<file path="src/spim_pkg.sv">
// shared widths, pad mode codes and packed structs for the SPI master and its testbench
`default_nettype none

package spim_pkg;

  //////////////////////////////////////////////////////////////////////
  // widths
  //////////////////////////////////////////////////////////////////////

  // data word and word count
  localparam int DATA_W = 32;
  localparam int CNT_W  = 16;

  // bits-per-word field holds bits minus one, so 5 bits reach 32
  localparam int BITS_W = 5;

  //////////////////////////////////////////////////////////////////////
  // pad mode
  //////////////////////////////////////////////////////////////////////

  // idle and both receive modes leave every line undriven
  typedef enum logic [2:0] {
    MODE_IDLE    = 3'd0,
    MODE_STD_TX  = 3'd1,
    MODE_STD_RX  = 3'd2,
    MODE_QUAD_TX = 3'd3,
    MODE_QUAD_RX = 3'd4
  } spim_mode_e;

  //////////////////////////////////////////////////////////////////////
  // structs
  //////////////////////////////////////////////////////////////////////

  // one command as seen by the host
  typedef struct packed {
    logic              is_rx;
    logic              quad;
    logic              lsb_first;
    logic              cpol;
    logic [BITS_W-1:0] bits_m1;
    logic [CNT_W-1:0]  words_m1;
  } spim_cmd_t;

  // one word on its way from the sequencer to the shifter
  // data is zero for receive commands
  typedef struct packed {
    logic [DATA_W-1:0] data;
    spim_cmd_t         cmd;
    logic              last;
  } spim_beat_t;

  // pad side view before the output registers, oen is active low
  typedef struct packed {
    logic       sclk;
    logic [3:0] sdo;
    logic [3:0] oen;
  } spim_pad_t;

endpackage

`default_nettype wire

</file>
<file path="src/spim_cmd_stage.sv">
// command entry over a four-phase req/ack handshake, holds one pending command for the sequencer
`timescale 1ns/100ps
`default_nettype none

module spim_cmd_stage (
  input  logic                clk_i,
  input  logic                rstn_i,
  input  logic                cmd_req_i,
  input  spim_pkg::spim_cmd_t cmd_i,
  output logic                cmd_ack_o,
  output logic                cmd_valid_o,
  output spim_pkg::spim_cmd_t cmd_o,
  input  logic                cmd_ready_i
);

  typedef enum logic {
    S_WAIT,
    S_ACK
  } state_e;

  state_e              r_state;
  state_e              state_next;
  logic                r_valid;
  spim_pkg::spim_cmd_t r_cmd;
  logic                take;

  // capture only while the slot is empty
  assign take = (r_state == S_WAIT) && cmd_req_i && !r_valid;

  always_comb
  begin
    state_next = r_state;
    case (r_state)
      S_WAIT:
        if (take)
          state_next = S_ACK;
      S_ACK:
        // hold ack until the host lets go of req
        if (!cmd_req_i)
          state_next = S_WAIT;
      default:
        state_next = S_WAIT;
    endcase
  end

  always_ff @(posedge clk_i or negedge rstn_i)
  begin
    if (!rstn_i)
    begin
      r_state <= S_WAIT;
      r_valid <= 1'b0;
    end
    else
    begin
      r_state <= state_next;
      if (take)
        r_valid <= 1'b1;
      else if (cmd_ready_i)
        r_valid <= 1'b0;
    end
  end

  always_ff @(posedge clk_i)
  begin
    if (take)
      r_cmd <= cmd_i;
  end

  assign cmd_ack_o   = (r_state == S_ACK);
  assign cmd_valid_o = r_valid;
  assign cmd_o       = r_cmd;

  // host keeps the command steady until it is acknowledged
  a_cmd_stable : assert property (@(posedge clk_i) disable iff (!rstn_i)
    (cmd_req_i && !cmd_ack_o) ##1 cmd_req_i |-> $stable(cmd_i));

endmodule

`default_nettype wire

</file>
<file path="src/spim_pad_ctrl.sv">
// pad control, decodes the mode into output enables and registers every pin toward the pads
`timescale 1ns/100ps
`default_nettype none

module spim_pad_ctrl (
  input  logic                 clk_i,
  input  logic                 rstn_i,
  input  spim_pkg::spim_pad_t  pad_i,
  input  spim_pkg::spim_mode_e mode_i,
  output logic                 spi_sclk_o,
  output logic [3:0]           spi_sdo_o,
  output logic [3:0]           spi_oen_o
);

  logic [3:0]          mode_oen;
  spim_pkg::spim_pad_t r_pad;

  //////////////////////////////////////////////////////////////////////
  // enable decode
  //////////////////////////////////////////////////////////////////////

  // only the transmit modes drive any line
  always_comb
  begin
    case (mode_i)
      spim_pkg::MODE_STD_TX:
        mode_oen = 4'b1110;
      spim_pkg::MODE_QUAD_TX:
        mode_oen = 4'b0000;
      default:
        mode_oen = 4'b1111;
    endcase
  end

  //////////////////////////////////////////////////////////////////////
  // output registers
  //////////////////////////////////////////////////////////////////////

  always_ff @(posedge clk_i or negedge rstn_i)
  begin
    if (!rstn_i)
    begin
      r_pad.sclk <= 1'b0;
      r_pad.sdo  <= 4'h0;
      r_pad.oen  <= 4'hf;
    end
    else
    begin
      r_pad.sclk <= pad_i.sclk;
      // undriven lines rest at zero
      r_pad.sdo  <= pad_i.sdo & ~mode_oen;
      r_pad.oen  <= mode_oen;
    end
  end

  assign spi_sclk_o = r_pad.sclk;
  assign spi_sdo_o  = r_pad.sdo;
  assign spi_oen_o  = r_pad.oen;

endmodule

`default_nettype wire

</file>
<file path="src/spim_shifter.sv">
// serial shifter, moves one word per beat sequence on one or four lines and makes the serial clock
`timescale 1ns/100ps
`default_nettype none

module spim_shifter #(
  parameter int DATA_W = 32,
  parameter int CNT_W  = 16
) (
  input  logic                 clk_i,
  input  logic                 rstn_i,
  input  logic                 beat_valid_i,
  input  spim_pkg::spim_beat_t beat_i,
  output logic                 beat_ready_o,
  input  logic [3:0]           spi_sdi_i,
  output logic [DATA_W-1:0]    rx_data_o,
  output logic                 rx_valid_o,
  input  logic                 rx_ready_i,
  output spim_pkg::spim_pad_t  pad_o,
  output spim_pkg::spim_mode_e mode_o,
  output logic                 done_o
);

  localparam int IDX_W = $clog2(DATA_W);

  // control state
  logic                r_active;
  logic                r_phase;
  logic                r_in_cmd;
  logic                r_cpol;
  logic                r_rx_valid;
  logic                r_done;
  logic [CNT_W-1:0]    r_word_cnt;
  // current word
  spim_pkg::spim_cmd_t r_cmd;
  logic                r_last;
  logic [DATA_W-1:0]   r_data;
  logic [DATA_W-1:0]   r_rx_data;
  logic [IDX_W-1:0]    r_idx;

  logic [IDX_W-1:0]    step_m1;
  logic [IDX_W-1:0]    bits_m1;
  logic                beat_end;
  logic                word_end;
  logic                rx_free;
  logic                start;
  logic [3:0]          sdo;
  logic [DATA_W-1:0]   rx_word;

  //////////////////////////////////////////////////////////////////////
  // beat control
  //////////////////////////////////////////////////////////////////////

  assign step_m1  = r_cmd.quad ? IDX_W'(3) : '0;
  assign bits_m1  = IDX_W'(r_cmd.bits_m1);
  assign beat_end = r_active && r_phase;
  assign word_end = beat_end &&
                    (r_cmd.lsb_first ? (r_idx + step_m1 == bits_m1) : (r_idx == step_m1));

  // a finishing RX word fills the output register, so no word starts behind it
  assign rx_free      = !r_rx_valid || rx_ready_i;
  assign beat_ready_o = rx_free && (!r_active || (word_end && !r_cmd.is_rx));
  assign start        = beat_valid_i && beat_ready_o;

  // lane mapping, r_idx points at the bit on sdo[3] (msb first) or sdo[0] (lsb first)
  always_comb
  begin
    sdo     = '0;
    rx_word = r_data;
    if (r_cmd.quad)
    begin
      for (int k = 0; k < 4; k++)
      begin
        if (r_cmd.lsb_first)
        begin
          sdo[k]                     = r_data[r_idx + IDX_W'(k)];
          rx_word[r_idx + IDX_W'(k)] = spi_sdi_i[k];
        end
        else
        begin
          sdo[k]                         = r_data[r_idx - IDX_W'(3 - k)];
          rx_word[r_idx - IDX_W'(3 - k)] = spi_sdi_i[k];
        end
      end
    end
    else
    begin
      sdo[0]         = r_data[r_idx];
      rx_word[r_idx] = spi_sdi_i[1];
    end
  end

  always_ff @(posedge clk_i or negedge rstn_i)
  begin
    if (!rstn_i)
    begin
      r_active   <= 1'b0;
      r_phase    <= 1'b0;
      r_in_cmd   <= 1'b0;
      r_cpol     <= 1'b0;
      r_rx_valid <= 1'b0;
      r_done     <= 1'b0;
      r_word_cnt <= '0;
    end
    else
    begin
      r_done <= word_end && r_last;
      if (start)
      begin
        r_active <= 1'b1;
        r_phase  <= 1'b0;
        r_in_cmd <= 1'b1;
        r_cpol   <= beat_i.cmd.cpol;
      end
      else if (r_active)
      begin
        r_phase <= !r_phase;
        if (word_end)
        begin
          r_active <= 1'b0;
          if (r_last)
            r_in_cmd <= 1'b0;
        end
      end

      if (word_end)
        r_word_cnt <= r_last ? '0 : r_word_cnt + 1'b1;

      if (word_end && r_cmd.is_rx)
        r_rx_valid <= 1'b1;
      else if (rx_ready_i)
        r_rx_valid <= 1'b0;
    end
  end

  // sdi is taken at the end of the active half of each beat
  always_ff @(posedge clk_i)
  begin
    if (start)
    begin
      r_cmd  <= beat_i.cmd;
      r_last <= beat_i.last;
      r_data <= beat_i.data[DATA_W-1:0];
      r_idx  <= beat_i.cmd.lsb_first ? '0 : IDX_W'(beat_i.cmd.bits_m1);
    end
    else if (beat_end)
    begin
      if (r_cmd.is_rx)
        r_data <= rx_word;
      r_idx <= r_cmd.lsb_first ? r_idx + step_m1 + 1'b1 : r_idx - step_m1 - 1'b1;
    end
    if (word_end && r_cmd.is_rx)
      r_rx_data <= rx_word;
  end

  //////////////////////////////////////////////////////////////////////
  // outputs
  //////////////////////////////////////////////////////////////////////

  // second half of a beat sits at the active level
  assign pad_o.sclk = r_cpol ^ beat_end;
  assign pad_o.sdo  = sdo;
  assign pad_o.oen  = (r_in_cmd && !r_cmd.is_rx) ? (r_cmd.quad ? 4'b0000 : 4'b1110) : 4'b1111;

  always_comb
  begin
    if (!r_in_cmd)
      mode_o = spim_pkg::MODE_IDLE;
    else if (r_cmd.quad)
      mode_o = r_cmd.is_rx ? spim_pkg::MODE_QUAD_RX : spim_pkg::MODE_QUAD_TX;
    else
      mode_o = r_cmd.is_rx ? spim_pkg::MODE_STD_RX : spim_pkg::MODE_STD_TX;
  end

  assign rx_data_o  = r_rx_data;
  assign rx_valid_o = r_rx_valid;
  assign done_o     = r_done;

  a_rx_hold : assert property (@(posedge clk_i) disable iff (!rstn_i)
    rx_valid_o && !rx_ready_i |=> rx_valid_o && $stable(rx_data_o));

  // the sequencer marks the last word exactly words_m1+1 words in
  a_last_word : assert property (@(posedge clk_i) disable iff (!rstn_i)
    word_end && r_last |-> (r_word_cnt == CNT_W'(r_cmd.words_m1)));

endmodule

`default_nettype wire

</file>
<file path="src/spim_top.sv">
// SPI master top level, chains command stage, word sequencer, shifter and pad control
`timescale 1ns/100ps
`default_nettype none

module spim_top #(
  parameter int DATA_W = spim_pkg::DATA_W,
  parameter int CNT_W  = spim_pkg::CNT_W
) (
  input  logic                clk_i,
  input  logic                rstn_i,
  // command entry
  input  logic                cmd_req_i,
  input  spim_pkg::spim_cmd_t cmd_i,
  output logic                cmd_ack_o,
  // data streams
  input  logic [DATA_W-1:0]   tx_data_i,
  input  logic                tx_valid_i,
  output logic                tx_ready_o,
  output logic [DATA_W-1:0]   rx_data_o,
  output logic                rx_valid_o,
  input  logic                rx_ready_i,
  // pins
  output logic                spi_sclk_o,
  output logic [3:0]          spi_sdo_o,
  output logic [3:0]          spi_oen_o,
  input  logic [3:0]          spi_sdi_i,
  output logic                done_o
);

  logic                 cmd_valid;
  spim_pkg::spim_cmd_t  cmd;
  logic                 cmd_ready;
  logic                 beat_valid;
  spim_pkg::spim_beat_t beat;
  logic                 beat_ready;
  spim_pkg::spim_pad_t  pad;
  spim_pkg::spim_mode_e mode;

  spim_cmd_stage i_cmd_stage (
    .clk_i       (clk_i),
    .rstn_i      (rstn_i),
    .cmd_req_i   (cmd_req_i),
    .cmd_i       (cmd_i),
    .cmd_ack_o   (cmd_ack_o),
    .cmd_valid_o (cmd_valid),
    .cmd_o       (cmd),
    .cmd_ready_i (cmd_ready)
  );

  spim_word_seq #(.DATA_W(DATA_W), .CNT_W(CNT_W)) i_word_seq (
    .clk_i        (clk_i),
    .rstn_i       (rstn_i),
    .cmd_valid_i  (cmd_valid),
    .cmd_i        (cmd),
    .cmd_ready_o  (cmd_ready),
    .tx_data_i    (tx_data_i),
    .tx_valid_i   (tx_valid_i),
    .tx_ready_o   (tx_ready_o),
    .beat_valid_o (beat_valid),
    .beat_o       (beat),
    .beat_ready_i (beat_ready)
  );

  spim_shifter #(.DATA_W(DATA_W), .CNT_W(CNT_W)) i_shifter (
    .clk_i        (clk_i),
    .rstn_i       (rstn_i),
    .beat_valid_i (beat_valid),
    .beat_i       (beat),
    .beat_ready_o (beat_ready),
    .spi_sdi_i    (spi_sdi_i),
    .rx_data_o    (rx_data_o),
    .rx_valid_o   (rx_valid_o),
    .rx_ready_i   (rx_ready_i),
    .pad_o        (pad),
    .mode_o       (mode),
    .done_o       (done_o)
  );

  spim_pad_ctrl i_pad_ctrl (
    .clk_i      (clk_i),
    .rstn_i     (rstn_i),
    .pad_i      (pad),
    .mode_i     (mode),
    .spi_sclk_o (spi_sclk_o),
    .spi_sdo_o  (spi_sdo_o),
    .spi_oen_o  (spi_oen_o)
  );

endmodule

`default_nettype wire

</file>
<file path="src/spim_word_seq.sv">
// word sequencer, counts the words of a command and hands each one with its TX data to the shifter
`timescale 1ns/100ps
`default_nettype none

module spim_word_seq #(
  parameter int DATA_W = 32,
  parameter int CNT_W  = 16
) (
  input  logic                 clk_i,
  input  logic                 rstn_i,
  input  logic                 cmd_valid_i,
  input  spim_pkg::spim_cmd_t  cmd_i,
  output logic                 cmd_ready_o,
  input  logic [DATA_W-1:0]    tx_data_i,
  input  logic                 tx_valid_i,
  output logic                 tx_ready_o,
  output logic                 beat_valid_o,
  output spim_pkg::spim_beat_t beat_o,
  input  logic                 beat_ready_i
);

  localparam int BEAT_DATA_W = spim_pkg::DATA_W;

  logic                 r_busy;
  logic [CNT_W-1:0]     r_cnt;
  spim_pkg::spim_cmd_t  r_cmd;
  logic                 r_beat_valid;
  spim_pkg::spim_beat_t r_beat;
  logic                 cmd_take;
  logic                 slot_free;
  logic                 load;

  //////////////////////////////////////////////////////////////////////
  // handshakes
  //////////////////////////////////////////////////////////////////////

  assign cmd_ready_o = !r_busy;
  assign cmd_take    = cmd_valid_i && cmd_ready_o;

  // the output slot frees up in the same cycle the shifter takes it,
  // which lets the next word be fetched while the shifter still runs
  assign slot_free = !r_beat_valid || beat_ready_i;

  // receive words need no TX data
  assign tx_ready_o = r_busy && !r_cmd.is_rx && slot_free;
  assign load       = r_busy && slot_free && (r_cmd.is_rx || tx_valid_i);

  //////////////////////////////////////////////////////////////////////
  // word counter and output slot
  //////////////////////////////////////////////////////////////////////

  always_ff @(posedge clk_i or negedge rstn_i)
  begin
    if (!rstn_i)
    begin
      r_busy       <= 1'b0;
      r_cnt        <= '0;
      r_beat_valid <= 1'b0;
    end
    else
    begin
      if (cmd_take)
      begin
        r_busy <= 1'b1;
        r_cnt  <= CNT_W'(cmd_i.words_m1);
      end
      else if (load)
      begin
        if (r_cnt == '0)
          r_busy <= 1'b0;
        else
          r_cnt <= r_cnt - 1'b1;
      end

      if (load)
        r_beat_valid <= 1'b1;
      else if (beat_ready_i)
        r_beat_valid <= 1'b0;
    end
  end

  always_ff @(posedge clk_i)
  begin
    if (cmd_take)
      r_cmd <= cmd_i;
    if (load)
    begin
      r_beat.data <= r_cmd.is_rx ? '0 : BEAT_DATA_W'(tx_data_i);
      r_beat.cmd  <= r_cmd;
      r_beat.last <= (r_cnt == '0);
    end
  end

  assign beat_valid_o = r_beat_valid;
  assign beat_o       = r_beat;

  // quad words move four bits per beat, so the word length must fit
  a_quad_bits : assert property (@(posedge clk_i) disable iff (!rstn_i)
    cmd_take && cmd_i.quad |-> (cmd_i.bits_m1[1:0] == 2'b11));

endmodule

`default_nettype wire

</file>
<file path="config.mk">
export PLATFORM = sky130hd
export DESIGN_NAME = spim_top
export DESIGN_NICKNAME = d
export VERILOG_FILES = /design/src/spim_pkg.sv /design/src/spim_cmd_stage.sv /design/src/spim_pad_ctrl.sv /design/src/spim_shifter.sv /design/src/spim_top.sv /design/src/spim_word_seq.sv
export SDC_FILE = /design/constraint.sdc
export NUM_CORES = 1
export LEC_CHECK = 0
export ABC_AREA = 1
export BUFFER_PORTS_ARGS = -buffer_cell sky130_fd_sc_hd__buf_4
export CAP_MARGIN = 20
export CORE_UTILIZATION = 35
export CTS_BUF_LIST = sky130_fd_sc_hd__clkbuf_2 sky130_fd_sc_hd__clkbuf_4 sky130_fd_sc_hd__clkbuf_8
export DETAILED_ROUTE_END_ITERATION = 10
export PLACE_DENSITY = 0.58
export SLEW_MARGIN = 25
export SYNTH_ARGS = -nofsm -noshare
export SYNTH_HDL_FRONTEND = slang
export SYNTH_SLANG_ARGS = --single-unit
</file>
<file path="constraint.sdc">
create_clock -name clk_i -period 4 [get_ports clk_i]
set_input_delay 0.8 -clock clk_i [delete_from_list [all_inputs] [get_ports clk_i]]
set_output_delay 0.8 -clock clk_i [all_outputs]
set_load 0.01 [all_outputs]
</file>
==> results.toml <==
[detailed_routing]
drc = 0
dr.pass1.iters = 5
antenna_left = 0
drt_wl_total_um = 58600
drt-initial-drc-count = 1587
wl_per_cell_um = 19.6
via_per_inst = 5.49
num_vias = 16400

[placement]
dp_slack_ns = 0.476
io_buffers = 110
place_inst = 2947
dp.final_hpwl_um = 41000
gp_congestion = 0.973

[sta]
slew_headroom_pct = 29.2
slew_violations = 0
fin_ws_ns = 0.190
fin_setup_tns_ns = 0
tightestPinTransition_ns = 1.06
setup_violations = 0
fmax_mhz = 262
skew_ns = 0.0299
finalCriticalPeriod_ns = 3.81
rsz0062_at_grt = "true"
hold_viol = 0
fin_hold_ws_ns = 0.220
post-route-period-util_pct = 95.3

[global_routing]
overflow = 0
grt_pass1_vias = 15300
grt_max_degree = 81
antenna_found_initial = 0
grt_use_total_pct = 26.8
grt_pass1_wl_um = 90500

[floorplan]
die_w_um = 211
initial_core_util_pct = 35.5
fp.dieArea_um2 = 44700
core.rowCount = 76
ios = 111
die_h_um = 211
core_area_um2 = 43200

[setup_path]
crit_path_cell_trace = "ha_2, fa_2, inv_2, nor2_2, nor2_1, nand3_1, nor2_2, nand3_1, o21ai_2, nand2_2, nand2_4, nand2_4, nand2_4, nand2_4, nor2_4, buf_6"
cpMaxStageDelayCell = "fa_2"
crit_buf_inv = 2
critical_path_class = "reg -> out"
cp-end-kind = "output pin"
startpoint_type = "register"
required_ns = 3.20
worstPathArrival_ns = 3.01
slowest_delay_ns = 0.46
cpMostUsedCell = "nand2_4"
cpLargestDelayFamily = "simple AND/OR/NAND/NOR gates"
path_max_fanout = 4

[pwr]
total_power_uw = 15900
pwr-share-comb_pct = 69.7
switchingPower_uw = 9170
switching_share_pct = 57.7
peakVddDrop_mv = 0.584
power_frac_seq_pct = 21.4
internal_power_uw = 6730
power.density_nw_per_um2 = 914
p_leak_uw = 0.00789
clock_power_share_pct = 8.9

[synth]
synth_top_cell_by_area = "edfxtp_1"
yosys_most_used_dff = "edfxtp_1"
netlist_area_um2 = 15300
synthDistinctLibCells = 55
synthArstFlopShare_pct = 17.6
yosysWarnings = 0
avgSynthCellArea_um2 = 6.59
syn_nets = 2413
ys_top_cells_by_area = "edfxtp_1, nand2_1, nand3_1"
synth_common_cells = "nand2_1, nor2_1, nand3_1, inv_1, edfxtp_1"
synth_cells = 2328
yosysTopAreaCellShare_pct = 30.1
yosysMostFrequentCell = "nand2_1"
synth_enable_flop_cells = 154
ys_seq_area_share_pct = 35.5
ys_seq_elements = 187

[final_layout]
antenna_cells = 0
area_delta_synth_final_pct = 13.4
final_nets = 2473
fin_cells = 2986
drive_gt1_share_pct = 13.0

[clock_network]
htree_num_levels = 4
cts_buffers = 17
cts_tree = "done"
path_clk_slew_ns = 0.12
clkLatencyLatePin_ns = 0.56
cts_root_buf = "clkbuf_8"
clockBufferDepth = 2
cts_num_sinks = 187
postCtsHoldBufs = 0

[worst_hold_path]
min_path_type = "in -> async"

[job]
maxCapViolations = 0

[outcome]
status = "complete, no violations"
cell type report:
type                            instances  area [um2]
Fill cell                            4654       25800
Multi-Input combinational cell       1802        8590
Sequential cell                       187        5450
Timing Repair Buffer                  188        1460
Tap cell                              585         732
Inverter                              192         723
Clock buffer                           18         248
Clock inverter                         14         189
path summary, 6_finish.rpt:
check	from	to	slack [ns]	cells after the start
max reg2reg	i_shifter.r_idx[1]	i_shifter.rx_data_o[7]	0.49	17
max in group asynchronous	rstn_i	i_pad_ctrl.spi_oen_o[1]	3.40	1
max	i_shifter.r_cmd[23]	tx_ready_o	0.19	16
min reg2reg	i_cmd_stage.cmd_o[16]	i_word_seq.r_cmd[16]	0.43	0
min in group clk_i	cmd_i[24]	i_cmd_stage.cmd_o[24]	0.42	1
min	rstn_i	i_word_seq.r_cnt[4]	0.22	1
metal layers:
metal	vias up	share of wire, %	global-route usage (%)
li1	7822	-	-
met1	7714	43	36.8
met2	727	45	41.8
met3	140	7.6	3.26
met4	0	4.4	12.7
met5	-	0	0
power by group through the flow:
stage / clock [uW] / combinational [uW] / sequential [uW]
6_report: 1420 / 11100 / 3400
5_1_grt: 1520 / 12200 / 3460
4_1_cts: 1470 / 10800 / 3380
3_5_place_dp: 0 / 10700 / 3430
3_3_place_gp: 0 / 10600 / 3430
2_1_floorplan: 0 / 7360 / 3290
layout by cell type, fill, tap and decap left out, types with 21 or more instances in the layout:
cell      count
a21boi_1     21
a21oi_1      57
dfrtp_1      31
nand2_1     800
nor2_1      256
nand3_1     213
edfxtp_1    154
a31oi_1      45
nand4_1      82
buf_4       183
o211ai_1     25
inv_1       169
o21ai_0     150
per-stage QoR:
stage          area [um2]  utilization (%)
2_1_floorplan       15300                -
3_3_place_gp        16800             39.0
3_5_place_dp        16800             39.0
4_1_cts             17300             40.0
5_1_grt             17400             40.3
6_report            17400             40.3
state kept, by name, indices dropped and copies added (netlist names), 2 cells and up:
register,flops
i_word_seq.r_cmd,9
i_pad_ctrl.spi_oen_o,2
i_shifter.r_cmd,3
i_cmd_stage.cmd_o,25
i_shifter.bits_m1,5
i_word_seq.beat_o,42
i_word_seq.r_cnt,16
i_shifter.r_idx,5
i_shifter.rx_data_o,32
i_pad_ctrl.spi_sdo_o,4
i_shifter.r_data,32
repair_timing:
action,4_1_cts,5_1_grt
setup endpoints to repair,1,1
cloned,0,1
buffers inserted,1,5
gates resized for setup,2,13
pin swaps,0,10
logic make-up (layout without fill, tap and decap cells):
kind of cell    after synthesis  in the layout  synth area share [%]
simple gates               1427           1427                  39.9
buf+inv                     339            412                  9.02
compound gates              338            338                  12.7
flops                       187            187                  35.5
fa+ha+maj                    19             19                  1.65
xor+xnor                     17             17                  1.19
mux                           1              1                0.0734
Note: power is estimated with default switching activity, not from simulation.
